--- src/rename_pkg.sv ---
// Rename core shared definitions
package rename_pkg;

    //////////////////////////////
    // Sizes
    //////////////////////////////

    // Datapath and register files
    localparam int xlen       = 32;
    localparam int arch_regs  = 32;
    localparam int arch_idx_w = 5;
    localparam int phys_regs  = 64;
    localparam int tag_w      = 6;

    // Reorder buffer
    localparam int rob_depth = 16;
    localparam int rob_idx_w = 4;

    //////////////////////////////
    // Encodings
    //////////////////////////////

    // Major opcodes handled by the core
    localparam logic [6:0] opcode_op     = 7'b0110011;
    localparam logic [6:0] opcode_op_imm = 7'b0010011;

    // ALU operations
    typedef enum logic [3:0] {
        alu_add,
        alu_sub,
        alu_sll,
        alu_slt,
        alu_sltu,
        alu_xor,
        alu_srl,
        alu_sra,
        alu_or,
        alu_and
    } alu_op_t;

    // Instruction word, register and immediate layouts
    typedef union packed {
        struct packed {
            logic [6:0]            funct7;
            logic [arch_idx_w-1:0] rs2;
            logic [arch_idx_w-1:0] rs1;
            logic [2:0]            funct3;
            logic [arch_idx_w-1:0] rd;
            logic [6:0]            opcode;
        } r;
        struct packed {
            logic [11:0]           imm12;
            logic [arch_idx_w-1:0] rs1;
            logic [2:0]            funct3;
            logic [arch_idx_w-1:0] rd;
            logic [6:0]            opcode;
        } i;
    } inst_word_t;

endpackage

--- src/alu_pipe.sv ---
// Issue, execute and common data bus
module alu_pipe (
    input  logic                             clock,
    input  logic                             arst_n,
    input  logic                             issue_en,
    input  rename_pkg::alu_op_t              issue_op,
    input  logic [rename_pkg::xlen-1:0]      issue_a, issue_b,
    input  logic [rename_pkg::tag_w-1:0]     issue_tag,
    input  logic [rename_pkg::rob_idx_w-1:0] issue_rob_idx,
    output logic                             cdb_en,
    output logic [rename_pkg::tag_w-1:0]     cdb_tag,
    output logic [rename_pkg::xlen-1:0]      cdb_data,
    output logic [rename_pkg::rob_idx_w-1:0] cdb_rob_idx
);

    // Issue register
    logic                             iss_valid;
    rename_pkg::alu_op_t              iss_op;
    logic [rename_pkg::xlen-1:0]      iss_a, iss_b, result;
    logic [rename_pkg::tag_w-1:0]     iss_tag;
    logic [rename_pkg::rob_idx_w-1:0] iss_rob_idx;

    //////////////////////////////
    // ALU
    //////////////////////////////

    // Shifts use the low five bits of b
    always_comb begin
        case (iss_op)
            rename_pkg::alu_add:  result = iss_a + iss_b;
            rename_pkg::alu_sub:  result = iss_a - iss_b;
            rename_pkg::alu_sll:  result = iss_a << iss_b[4:0];
            rename_pkg::alu_slt:  result = rename_pkg::xlen'($signed(iss_a) < $signed(iss_b));
            rename_pkg::alu_sltu: result = rename_pkg::xlen'(iss_a < iss_b);
            rename_pkg::alu_xor:  result = iss_a ^ iss_b;
            rename_pkg::alu_srl:  result = iss_a >> iss_b[4:0];
            rename_pkg::alu_sra:  result = $signed(iss_a) >>> iss_b[4:0];
            rename_pkg::alu_or:   result = iss_a | iss_b;
            rename_pkg::alu_and:  result = iss_a & iss_b;
            default:              result = '0;
        endcase
    end

    //////////////////////////////
    // Pipeline registers
    //////////////////////////////

    // Valid bits
    always_ff @(posedge clock or negedge arst_n) begin
        if (!arst_n) begin
            iss_valid <= 1'b0;
            cdb_en    <= 1'b0;
        end else begin
            iss_valid <= issue_en;
            cdb_en    <= iss_valid;
        end
    end

    // Payload, execute stage drives the bus
    always_ff @(posedge clock) begin
        if (issue_en) begin
            iss_op      <= issue_op;
            iss_a       <= issue_a;
            iss_b       <= issue_b;
            iss_tag     <= issue_tag;
            iss_rob_idx <= issue_rob_idx;
        end
        if (iss_valid) begin
            cdb_tag     <= iss_tag;
            cdb_data    <= result;
            cdb_rob_idx <= iss_rob_idx;
        end
    end

endmodule

--- config.mk ---
export PLATFORM = sky130hd
export DESIGN_NAME = alu_pipe
export DESIGN_NICKNAME = d
export VERILOG_FILES = /design/src/rename_pkg.sv /design/src/alu_pipe.sv
export SDC_FILE = /design/constraint.sdc
export NUM_CORES = 1
export LEC_CHECK = 0
export ABC_AREA = 1
export BUFFER_PORTS_ARGS = -buffer_cell sky130_fd_sc_hd__buf_2
export CAP_MARGIN = 20
export CORE_MARGIN = 2
export CORE_UTILIZATION = 35
export CTS_BUF_LIST = sky130_fd_sc_hd__clkbuf_4
export DETAILED_ROUTE_END_ITERATION = 10
export PLACE_DENSITY = 0.61
export SLEW_MARGIN = 30
export SYNTH_ARGS = -nofsm -noshare
export SYNTH_HDL_FRONTEND = slang
export SYNTH_SLANG_ARGS = --single-unit
--- constraint.sdc ---
create_clock -name clock -period 4 [get_ports clock]
set_clock_uncertainty 0.2 [all_clocks]
set_input_delay 0.8 -clock clock [delete_from_list [all_inputs] [get_ports clock]]
set_output_delay 0.8 -clock clock [all_outputs]
set_load 0.02 [all_outputs]
Word level (Yosys, flattened, before mapping)
Index checks and enable logic that the tools add are counted.

Add/sub/neg operators: 2. Multipliers: 0. Divide/modulo/power cells: 0. Magnitude comparators: 2. Equal/unequal tests: 9. Shifts and indexed selects: 3. Multiplexer cells: 1. Bitwise logic cells: 3. Reductions and logical operators: 1.

Operators by type and width (number): one-hot mux 32 bit (10 select lines) (1); < comparator 32 bit (2); adder 32 bit (1); AND 32 bit (1); OR 32 bit (1); left shift 32 x 5 -> 32 bit (1); >> shifter 32 x 5 -> 32 bit (1); >>> shifter 32 x 5 -> 32 bit (1); subtractor 32 bit (1); XOR 32 bit (1); equality test 4 x 3 -> 1 bit, second input constant (4); equality test 4 x 2 -> 1 bit, second input constant (2); equality test 4 bit, second input constant (2); equality test 4 x 1 -> 1 bit, second input constant (1); logical NOT 4 bit (1).

Flip-flop bits (word level): 122. Latch bits: 0. Memory bits (writable): 0. ROM bits: 0. Bits of input ports: 81. Output and inout bits: 43. Memories: 0.

Logic depth before layout (Yosys ltp)
Gate-level depths: netlist of run 1.

Depth in word-level cells: 2. Depth in mapped cells: 19.

Least setup slack after synthesis of run 1
No wires, ideal clock.

Path kind: register to register. From: register iss_b[4] in the netlist's numbering. To: register cdb_data[0] in the netlist's numbering, data pin. Arrival: 2487 ps. Required time: 3547 ps. Setup slack: 1060 ps. Stages on the path, launching flop included: 16. Clock period less this slack: 2940 ps. Path through: edfxtp_1 -> clkbuf_1 -> inv_1 -> clkbuf_1 -> buf_1 -> ha_1 -> nor2_1 -> nand2_1 -> o21ai_2 -> nand2_1 -> nand2_1 -> nand2_1 -> nand2_1 -> nor2_1 -> nor2_1 -> nand2_1.

Word-level cells in the longest chain between the ends: 2. Elaborated cells between the ends (all ways): 6.

RTL lines: from (decl) (line alu_pipe.sv:19) `logic [rename_pkg::xlen-1:0] iss_a, iss_b, result;`; from (signal assigned) (line alu_pipe.sv:64) `iss_b <= issue_b;`; < comparator 32 bit (tied with other cells) (line alu_pipe.sv:34) `rename_pkg::alu_sltu: result = rename_pkg::xlen'(iss_a < iss_b);`; one-hot mux 32 bit (10 select lines) * (line alu_pipe.sv:29) `case (iss_op)`; via result (one bit) (line alu_pipe.sv:19); to (signal assigned) (line alu_pipe.sv:70) `cdb_data <= result;`; to (decl) (line alu_pipe.sv:12) `output logic [rename_pkg::xlen-1:0] cdb_data,`.

Mark *: on every way through the listed nets, which the timed path passes. The rest lies on a longest branch. A chain may end at the register's enable or synchronous reset.

Final worst setup path of run 1
From: register iss_b[0] in the netlist's numbering. To: register cdb_data[14] in the netlist's numbering, data pin.

Word-level cells in the longest chain between the ends: 2. Elaborated cells between the ends (all ways): 6.

RTL lines: subtractor 32 bit (tied with other cells) (line alu_pipe.sv:31) `rename_pkg::alu_sub: result = iss_a - iss_b;`; one-hot mux 32 bit (10 select lines) * (line alu_pipe.sv:29); via result (one bit) (line alu_pipe.sv:19).

Marks and branches as above.

==> results.yml, run 1 <==
yosys:
  synth_common_cells: "715 x nand2_1, 363 x nand3_1, 283 x inv_1"
  synth_top_area_frac: 0.2646
  syn_area_per_cell_um2: 6.233
  yosys.cell_types.count: 46
  synth_ff_type: "edfxtp_1"
  syn_nets: 2367
  synth_most_common_cell: "nand2_1"
  synth_edf_count: 120
  ys_seq_area_frac: 0.2683
  synth_area_leader_cell: "edfxtp_1"
  yosys-top-cells-area: "edfxtp_1 26%, nand2_1 20%, nand3_1 13%, ha_1 9.1%, inv_1 7.8%"
  synth_warnings: 0
  synth_area_um2: 13620
  async_flop_share: 0.01639
  synthesis.instances: 2185
  ys_ff_latch: 122
timing:
  worstMarginPinSlew_ns: 0.7932
  slew_headroom: 0.4712
  setup-tns-final_ns: 0
  fin_crit_sh: 0.8076
  finalHoldViolCount: 0
  rsz0062_at_grt: "no"
  maxSlewViolCount: 0
  setup_viol: 0
  fmax_ghz: 0.3096
  finalCriticalPeriod_ns: 3.230
die:
  initial_utilization: 0.3532
  placementRows: 72
  io_pins: 124
  die_area_um2: 40500
  core_region_area_um2: 38560
  die_h_um: 201.3
  die_x_um: 201.3
clock_tree:
  clock_path_buffers: 2
  clkLatencyLatePin_ns: 0.75
  htreeDepth: 4
  clockRootBuffer: "clkbuf_4"
  postCtsResizedCells: 0
  cts_sinks: 122
  post_cts_buffers: 0
  numCtsBuffers: 17
  postCtsHoldBufs: 78
  path_clk_slew_ns: 0.17
  cts_tree: "built"
setup_path:
  crit_arrival_ns: 3.56
  path_cells: "ha_1 > inv_1 > fa_1 > inv_1 > nand3_1 > nand3_1 > nand2_1 > nand2_1 > nand2_1 > nand2_1 > a21oi_1 > nor2_1 > nand2_1"
  crit_path_end_kind: "register"
  cp_max_fo: 5
  worst-endpoint-required_ns: 4.33
  cpPeakStageDelay_ns: 0.44
  cpMostUsedCell: "nand2_1"
  reg2regPathDepth: 13
  critical-path-slowest-cell: "edfxtp_1"
  startpoint_type: "register"
  worst-setup-path-type: "reg2reg"
power_and_ir_drop:
  powerDensity_nw_per_um2: 314.4
  p_leak_nw: 7.916
  switching_power_mw: 2.309
  pwr-share-clk: 0.211
  switching_share: 0.4651
  p_int_mw: 2.656
  ir_drop_uv: 198.6
  pwr-share-seq: 0.338
  power.combinational.fraction: 0.451
  p_total_mw: 4.965
global_route:
  grtUsageTotal: 0.3084
  first_global_vias: 15202
  grt_overflow: 0
  grt_start_max_net_pins: 80
  grt_pass1_wl_um: 92360
  antenna_found_initial: 2
place:
  portBuffers: 123
  dp_hpwl_um: 49890
  finalWeightedCongestion: 1.038
drt:
  drt_iter0_markers: 1863
  first_pass_iters: 9
  routed_via_density: 5.493
  wirelength_um: 62960
  antenna_left: 0
  avgRoutedWirePerCell_um: 21.83
  via_count: 15841
  drc: 0
final_layout:
  seq_area_um2: 3655
  fillers: 4243
  syn_to_final_growth_pct: 15.99
  fin_nets: 2528
  drive_gt1_frac: 0.09156
  multi_input_area_um2: 8433
worst_hold_path:
  hold_class: "in2reg"
  hold_depth: 1
outcome:
  status: "complete, no violations"
job:
  max_cap_viol_count: 0
-- final timing paths --
check	slack (ns)	end	from
setup / recovery	0.77	cdb_data[14]	iss_b[0]
hold / removal	0.15	iss_a[8]	issue_a[8]
max in group asynchronous	3.30	iss_valid	arst_n
setup reg to reg	0.77	cdb_data[14]	iss_b[0]
min in group asynchronous	0.20	iss_valid	arst_n
hold reg to reg	0.22	cdb_tag[0]	iss_tag[0]
-- power by group through the flow --
stage                     sequential (mW)  combinational [mW]  clock (mW)
final                                1.68                2.24        1.05
after global routing                 1.69                2.44        1.13
after CTS                            1.68                2.18        1.11
after detailed placement             1.71                2.11           0
after global placement               1.70                2.11           0
after floorplan                      1.73                1.33           0
-- registers in the layout (all words and copies together), names as in the netlist --
signal,flops
cdb_data,32
iss_tag,6
iss_valid,1
cdb_tag,6
iss_op,4
iss_a,32
cdb_en,1
cdb_rob_idx,4
iss_rob_idx,4
iss_b,32
-- routing by layer --
layer  up-vias  wire [um]  global-route usage
li1       7525          -                   -
met1      7505      26350              0.3979
met2       695      28710              0.4979
met3       116       5221             0.06608
met4         0       2676              0.1339
met5         -          0                   0
-- through the flow --
| step | setup slack [ns] | std cells | utilization | instance area (um^2) | hold slack, ns |
|---|---|---|---|---|---|
| after global routing | 0.6128 | 2882 | 0.4095 | 15790 | 0.09356 |
| after detailed placement | 0.8665 | 2767 | 0.3807 | 14680 | 0.2057 |
| after CTS | 0.8425 | 2877 | 0.4092 | 15780 | 0.01845 |
| after floorplan | 1.060 | 2185 | - | 13620 | 0.2003 |
| final | 0.7697 | 2884 | 0.4097 | 15800 | 0.1531 |
| after global placement | 0.8243 | 2767 | 0.3806 | 14680 | 0.2007 |
-- cell families (layout without fill, tap and decap cells) --
group | after synthesis | count (layout) | share of synthesized area
AND/OR/NAND/NOR | 1322 | 1322 | 0.4152
buffers and inverters | 385 | 559 | 0.1125
AO/OA/AOI/OAI | 254 | 254 | 0.1095
flip-flops | 122 | 122 | 0.2683
adder cells (fa/ha/maj) | 101 | 101 | 0.09390
XOR/XNOR | 1 | 1 | 0.0006433
other | 0 | 7 | 0
-- cell usage in the layout (no fill, tap or decap), types with 3 or more instances in the layout --
cell           count
nand3_1          363
o22ai_1           19
bufinv_16          3
o211ai_1          36
nand2_2            3
o221ai_1           5
edfxtp_1         120
clkbuf_4          17
dlygate4sd3_1     78
inv_6              5
o21ai_1           13
buf_4             26
nor2_4             4
inv_2             16
clkinvlp_4         3
nor2_2             4
a31oi_1            5
o21bai_1          13
nand2_1          715
buf_2            122
nand3b_1           5
ha_1              99
nor3_1            18
nor2_1           156
nor4_1             4
inv_1            283
and2_1             7
nand4_1           35
a211oi_1           4
a21oi_1           83
o21ai_0           66
diode_2            7
-- final cells by class --
type	count	area share
flip-flops and latches	122	0.2314
inverters	300	0.07129
clock inverters	15	0.01204
multi-input cells	1678	0.5339
well taps	518	0.04103
diodes	7	0.001109
repair buffers	227	0.1012
clock buffers	17	0.008080
-- worst max-delay path, delay by kind of cell, from the launching register on --
| kind | cells | cell delay (ns) |
|---|---|---|
| and+or+nand+nor | 8 | 1.30 |
| DFF | 1 | 0.44 |
| buffers and inverters | 2 | 0.27 |
| adders and majority gates | 2 | 0.73 |
| AOI/OAI and AO/OA | 1 | 0.10 |
Power figures use the tool's default switching activity.
==> run 2: changes to the inputs <==
--- a/config.mk
+++ b/config.mk
@@ -5,14 +5,14 @@
 export SDC_FILE = /design/constraint.sdc
 export NUM_CORES = 1
 export LEC_CHECK = 0
-export ABC_AREA = 1
+export ABC_AREA = 0
 export BUFFER_PORTS_ARGS = -buffer_cell sky130_fd_sc_hd__buf_2
 export CAP_MARGIN = 20
 export CORE_MARGIN = 2
 export CORE_UTILIZATION = 35
 export CTS_BUF_LIST = sky130_fd_sc_hd__clkbuf_4
 export DETAILED_ROUTE_END_ITERATION = 10
-export PLACE_DENSITY = 0.61
+export PLACE_DENSITY = 0.63
 export SLEW_MARGIN = 30
 export SYNTH_ARGS = -nofsm -noshare
 export SYNTH_HDL_FRONTEND = slang
==> constraint.sdc (replaced) <==
create_clock -name clock -period 2.7 [get_ports clock]
set_clock_uncertainty 0.2 [all_clocks]
set_input_delay 0.54 -clock clock [delete_from_list [all_inputs] [get_ports clock]]
set_output_delay 0.54 -clock clock [all_outputs]
set_load 0.02 [all_outputs]
==> run 2 against run 1 <==
Effect of this change:
- the flow now finishes with violations (negative setup slack)
- die area decreased by 14%
- sequential power is 45% higher
- hold slack improved by 0.038 ns
- count of clock-buffer cells in the layout did not move
- global-route usage is 2.6 points lower
- sequential share of layout area fell by 2.4 points
- critical path depth stayed put
- first-iteration DRC count shrank 14%
- synthesized cell count down 41%
- via count fell by 19%
- combinational power increased by 89%
==> results.yml, run 2 <==
yosys:
  synth_edf_count: 120
  syn_nets: 1473
  ys_ff_latch: 122
  synthesis.instances: 1291
  synth_common_cells: "128 x nor2_1, 120 x edfxtp_1, 105 x a21oi_1, 105 x o21ai_0, 99 x ha_1"
  synth_most_common_cell: "nor2_1"
  synth_top_area_frac: 0.3069
  yosys.cell_types.count: 69
  syn_area_per_cell_um2: 9.094
  synth_area_leader_cell: "edfxtp_1"
  synth_warnings: 0
  synth_ff_type: "edfxtp_1"
  async_flop_share: 0.01639
  synth_area_um2: 11740
  ys_seq_area_frac: 0.3112
  yosys-top-cells-area: "edfxtp_1 31%, ha_1 11%, mux4_2 8.4%, a21oi_1 4.5%, o21ai_0 4.5%"
die:
  die_h_um: 187.1
  placementRows: 67
  initial_utilization: 0.3528
  io_pins: 124
  die_area_um2: 35020
  die_x_um: 187.1
  core_region_area_um2: 33280
clock_tree:
  cts_sinks: 122
  clkLatencyLatePin_ns: 0.64
  htreeDepth: 4
  clock_path_buffers: 2
  numCtsBuffers: 17
  cts_tree: "built"
  path_clk_slew_ns: 0.14
  clockRootBuffer: "clkbuf_4"
timing:
  slew_headroom: 0.5009
  rsz0062_at_grt: "yes"
  setup_viol: 32
  setup_ws_ns: -0.7328
  worstMarginPinSlew_ns: 0.7487
  fmax_ghz: 0.2913
  finalHoldViolCount: 0
  maxSlewViolCount: 0
  fin_crit_sh: 1.271
  whs_ns: 0.1914
  finalCriticalPeriod_ns: 3.433
  setup-tns-final_ns: -16.78
drt:
  wirelength_um: 50410
  routed_via_density: 5.628
  first_pass_iters: 7
  antenna_left: 0
  via_count: 12809
  avgRoutedWirePerCell_um: 22.15
  drc: 0
  drt_iter0_markers: 1593
place:
  portBuffers: 123
  dp_hpwl_um: 38670
  finalWeightedCongestion: 1.033
  post-place-ws_ns: -0.7960
setup_path:
  worst-setup-path-type: "reg2reg"
  r2r_start: "iss_b[0]"
  reg2reg_slack_ns: -0.73
  crit_path_end_kind: "register"
  crit_arrival_ns: 3.60
  endpoint: "cdb_data[22]"
  cp_max_fo: 3
  worst-endpoint-required_ns: 2.87
  r2r_end: "cdb_data[22]"
  reg2regPathDepth: 13
  critPathLaunch: "iss_b[0]"
  startpoint_type: "register"
final_layout:
  final_util: 0.5298
  reg_top3: "cdb_data (32), iss_a (32), iss_b (32)"
  drive_gt1_frac: 0.4028
  final_common_cell: "buf_4"
  syn_to_final_growth_pct: 50.20
  fin_nets: 1996
  final_cell_mix: "371 x buf_4, 125 x nor2_1, 122 x buf_2"
power_and_ir_drop:
  p_leak_nw: 7.655
  p_total_mw: 8.257
  powerDensity_nw_per_um2: 468.2
  ir_drop_uv: 287.6
global_route:
  grt_pass1_wl_um: 74110
  antenna_found_initial: 1
  grtUsageTotal: 0.2820
  first_global_vias: 12365
  grt_start_max_net_pins: 64
  grt_overflow: 0
outcome:
  violations: "negative setup slack"
  status: "complete, but fails checks"
worst_hold_path:
  hold_class: "in2reg"
job:
  max_cap_viol_count: 0
run 2: cell families after synthesis:
kind of cell / after synthesis / synth area share
adder cells (fa/ha/maj): 101 / 0.1089
AND/OR/NAND/NOR: 331 / 0.1269
XOR/XNOR: 19 / 0.01417
multiplexers: 103 / 0.1358
AO/OA/AOI/OAI: 426 / 0.2400
flip-flops: 122 / 0.3112
buffers and inverters: 189 / 0.06299
run 2: what timing repair did:
action	in CTS	in global routing
gates cloned	2	1
hold buffers	80	0
hold endpoints to repair	80	0
buffers inserted	12	30
resized for setup	67	97
endpoints found under the setup margin	32	32
pin swaps	39	36
run 2: layout make-up:
type                       instances  area (um^2)
inverter                          97        371.6
fill                            3047        15650
antenna                            1        2.502
clock buffer                      17        127.6
timing repair buffer             596         4593
tap                              448        560.5
sequential                       122         3655
multi-input combinational        980         8110
clock inverter                    15        212.7
run 2: layer usage:
| layer | part of all wire | vias up | global-route usage |
|---|---|---|---|
| met5 | 0 | - | 0 |
| met4 | 0.032 | 0 | 0.1200 |
| met3 | 0.097 | 96 | 0.07730 |
| met2 | 0.45 | 631 | 0.4291 |
| met1 | 0.42 | 6184 | 0.3769 |
| li1 | - | 5898 | - |
run 2: how the worst min path moves through the flow:
stage,startpoint,to,slack (ns),cells after the start
floorplan,arst_n,cdb_en,0.04,0
global placement,arst_n,cdb_en,0.12,1
detailed placement,arst_n,cdb_en,0.12,1
CTS,issue_en,iss_a[11],0.15,1
global route,issue_en,iss_a[21],0.19,1
finish,issue_en,iss_a[22],0.19,1
run 2: critical path, stage by stage, from the launching register on:
cell,delay (ns)
edfxtp_1,0.47
buf_4,0.17
buf_6,0.11
ha_4,0.16
fa_2,0.39
o21bai_4,0.17
a2111o_1,0.22
nand2_4,0.10
a2111oi_4,0.37
nor3_2,0.11
o211ai_1,0.21
o211ai_1,0.15
xnor2_1,0.20
o221ai_1,0.15
run 2: power breakdown:
group,internal (mW),switching (mW),total (mW),leakage [nW]
clock network,0.753,0.840,1.59,0.177
registers,2.31,0.120,2.43,1.19
logic,1.96,2.27,4.24,6.28
run 2: stage by stage:
| stage | cells | cell area, um^2 |
|---|---|---|
| floorplan | 1291 | 12080 |
| global placement | 2123 | 15480 |
| detailed placement | 2123 | 15480 |
| CTS | 2247 | 17030 |
| global route | 2276 | 17630 |
| finish | 2276 | 17630 |
==> run 3: changes to the inputs <==
==> constraint.sdc (replaced) <==
create_clock -name clock -period 2.9 [get_ports clock]
set_clock_uncertainty 0.2 [all_clocks]
set_input_delay 0.58 -clock clock [delete_from_list [all_inputs] [get_ports clock]]
set_output_delay 0.58 -clock clock [all_outputs]
set_load 0.02 [all_outputs]
==> run 3 against run 2 <==
Effect of this change:
- the run still ends with negative setup slack left
- highest routed layer is now met5
- hold slack got worse by 0.13 ns
- global-route usage increased by 0.76 points
- clock power decreased by 9%
- register-to-register slack improved by 0.25 ns
- critical path type unchanged
- worst setup slack improved by 0.25 ns
- via count increased by 0.29%
- total power decreased by 5.8%
==> results.yml, run 3 (synthesis gave the netlist of run 2 again) <==
setup_path:
  cp_max_fo: 3
  reg2reg_slack_ns: -0.48
  crit_buf_inv: 1
  path_cells: "ha_2 > inv_2 > fa_2 > nor2b_4 > o21bai_4 > a2111o_1 > a211o_1 > a31oi_4 > a211oi_4 > a311oi_2 > xnor2_1 > o221ai_1"
  cpPeakStageDelay_ns: 0.51
  critPathLaunch: "iss_a[0]"
  endpoint: "cdb_data[30]"
  cpLargestDelayFamily: "compound AO/OA/AOI/OAI gates"
  critical-path-slowest-cell: "a2111o_1"
  reg2regPathDepth: 12
  worst-endpoint-required_ns: 3.09
  crit_arrival_ns: 3.57
  critical_path_depth: 12
  worst-setup-path-type: "reg2reg"
  startpoint_type: "register"
  r2r_end: "cdb_data[30]"
  crit_path_end_kind: "register"
  r2r_start: "iss_a[0]"
clock_tree:
  path_clk_slew_ns: 0.14
  clkLatencyLatePin_ns: 0.64
  cts_sinks: 122
  clockRootBuffer: "clkbuf_4"
  cts_tree: "built"
  htreeDepth: 4
  clock_path_buffers: 2
  numCtsBuffers: 17
global_route:
  first_global_vias: 12481
  grt_start_max_net_pins: 58
  antenna_found_initial: 1
  grt_pass1_wl_um: 76450
  grtUsageTotal: 0.2897
  grt_overflow: 0
final_layout:
  fin_nets: 1997
  reg_top3: "cdb_data (32), iss_a (32), iss_b (32)"
  final_cell_mix: "370 x buf_4, 122 x buf_2, 120 x nor2_1, 120 x edfxtp_1, 85 x nand2_1"
  layoutNonFillerInstCount: 2277
  final_cell_area_um2: 17960
  final_common_cell: "buf_4"
  drive_gt1_frac: 0.4360
  syn_to_final_growth_pct: 52.95
  final_util: 0.5395
die:
  initial_utilization: 0.3528
  die_area_um2: 35020
  die_x_um: 187.1
  core_region_area_um2: 33280
  io_pins: 124
  placementRows: 67
  die_h_um: 187.1
timing:
  slew_headroom: 0.4361
  fmax_ghz: 0.2960
  maxSlewViolCount: 0
  finalHoldViolCount: 0
  rsz0062_at_grt: "yes"
  setup_viol: 32
  fin_crit_sh: 1.165
  finalCriticalPeriod_ns: 3.378
  setup_ws_ns: -0.4779
  setup-tns-final_ns: -9.001
  worstMarginPinSlew_ns: 0.8458
drt:
  routed_via_density: 5.642
  antenna_left: 0
  drc: 0
  avgRoutedWirePerCell_um: 22.62
  via_count: 12846
  drt_iter0_markers: 1494
  first_pass_iters: 8
  wirelength_um: 51510
place:
  placed_area_um2: 15440
  place_inst: 2123
  portBuffers: 123
  finalWeightedCongestion: 1.028
  dp_hpwl_um: 39290
power_and_ir_drop:
  p_total_mw: 7.774
  ir_drop_uv: 315.4
  powerDensity_nw_per_um2: 433.0
  p_leak_nw: 7.656
outcome:
  violations: "negative setup slack"
  status: "complete, but fails checks"
job:
  max_cap_viol_count: 0
worst_hold_path:
  hold_class: "in2async"
==> run 3: cell types whose count changed in the layout (fill, tap and decap cells not counted), sizes merged <==
| cell | before | now |
|---|---|---|
| clkinvlp | 1 | 3 |
| bufbuf | 1 | 0 |
| buf | 514 | 518 |
| clkinv | 5 | 4 |
| inv | 102 | 100 |
| dlygate4sd3 | 80 | 79 |
==> run 3: area by class of cell <==
| class | count | area (um^2) |
|---|---|---|
| clock inverter | 14 | 193.9 |
| sequential | 122 | 3655 |
| fill | 2996 | 15320 |
| timing repair buffer | 597 | 4564 |
| clock buffer | 18 | 135.1 |
| inverter | 97 | 376.6 |
| antenna | 1 | 2.502 |
| multi-input combinational | 980 | 8468 |
| tap | 448 | 560.5 |
==> run 3: power by group <==
part | switching (mW) | internal, mW | total [mW]
combinational | 2.18 | 1.89 | 4.07
sequential | 0.112 | 2.15 | 2.26
clock | 0.751 | 0.696 | 1.45
total | 3.04 | 4.74 | 7.77
==> run 3: what timing repair did <==
action                                 4_1_cts  5_1_grt
hold buffers                                79        0
endpoints found under the hold margin       80        0
resized for setup                          150      110
gates cloned                                 1        0
setup endpoints to repair                   32       32
pin swaps                                   33       54
setup buffers                               24       19
==> run 3: worst register-to-register path, cell delays in order, from the launching register on <==
cell and delay [ns]:
edfxtp_1 0.37, ha_2 0.20, inv_2 0.04, fa_2 0.37, nor2b_4 0.19, o21bai_4 0.07
a2111o_1 0.51, a211o_1 0.35, a31oi_4 0.23, a211oi_4 0.07, a311oi_2 0.29, xnor2_1 0.15
o221ai_1 0.12
==> run 3: worst min-delay path by stage <==
stage / depth (start not counted) / endpoint / slack (ns)
floorplan: 0 / cdb_en / 0.08
global placement: 1 / cdb_en / 0.16
detailed placement: 1 / cdb_en / 0.17
CTS: 2 / iss_valid / 0.008
global route: 2 / iss_valid / 0.02
finish: 2 / iss_valid / 0.06
==> run 3: stage by stage <==
step	worst slack (ns)	hold WS, ns
floorplan	-0.5685	0.08441
global placement	-0.6684	0.1647
detailed placement	-0.7229	0.1671
CTS	-0.4106	0.007836
global route	-0.5665	0.01904
finish	-0.4779	0.05653
==> run 3: routing by layer <==
metal | part of all wire | up-vias | wire length (um) | track usage
met5 | 0.00089 | - | 46 | 0
met4 | 0.023 | 2 | 1168 | 0.07570
met2 | 0.45 | 663 | 23360 | 0.4558
met1 | 0.43 | 6197 | 22160 | 0.4040
li1 | - | 5910 | - | -
met3 | 0.093 | 74 | 4765 | 0.06229
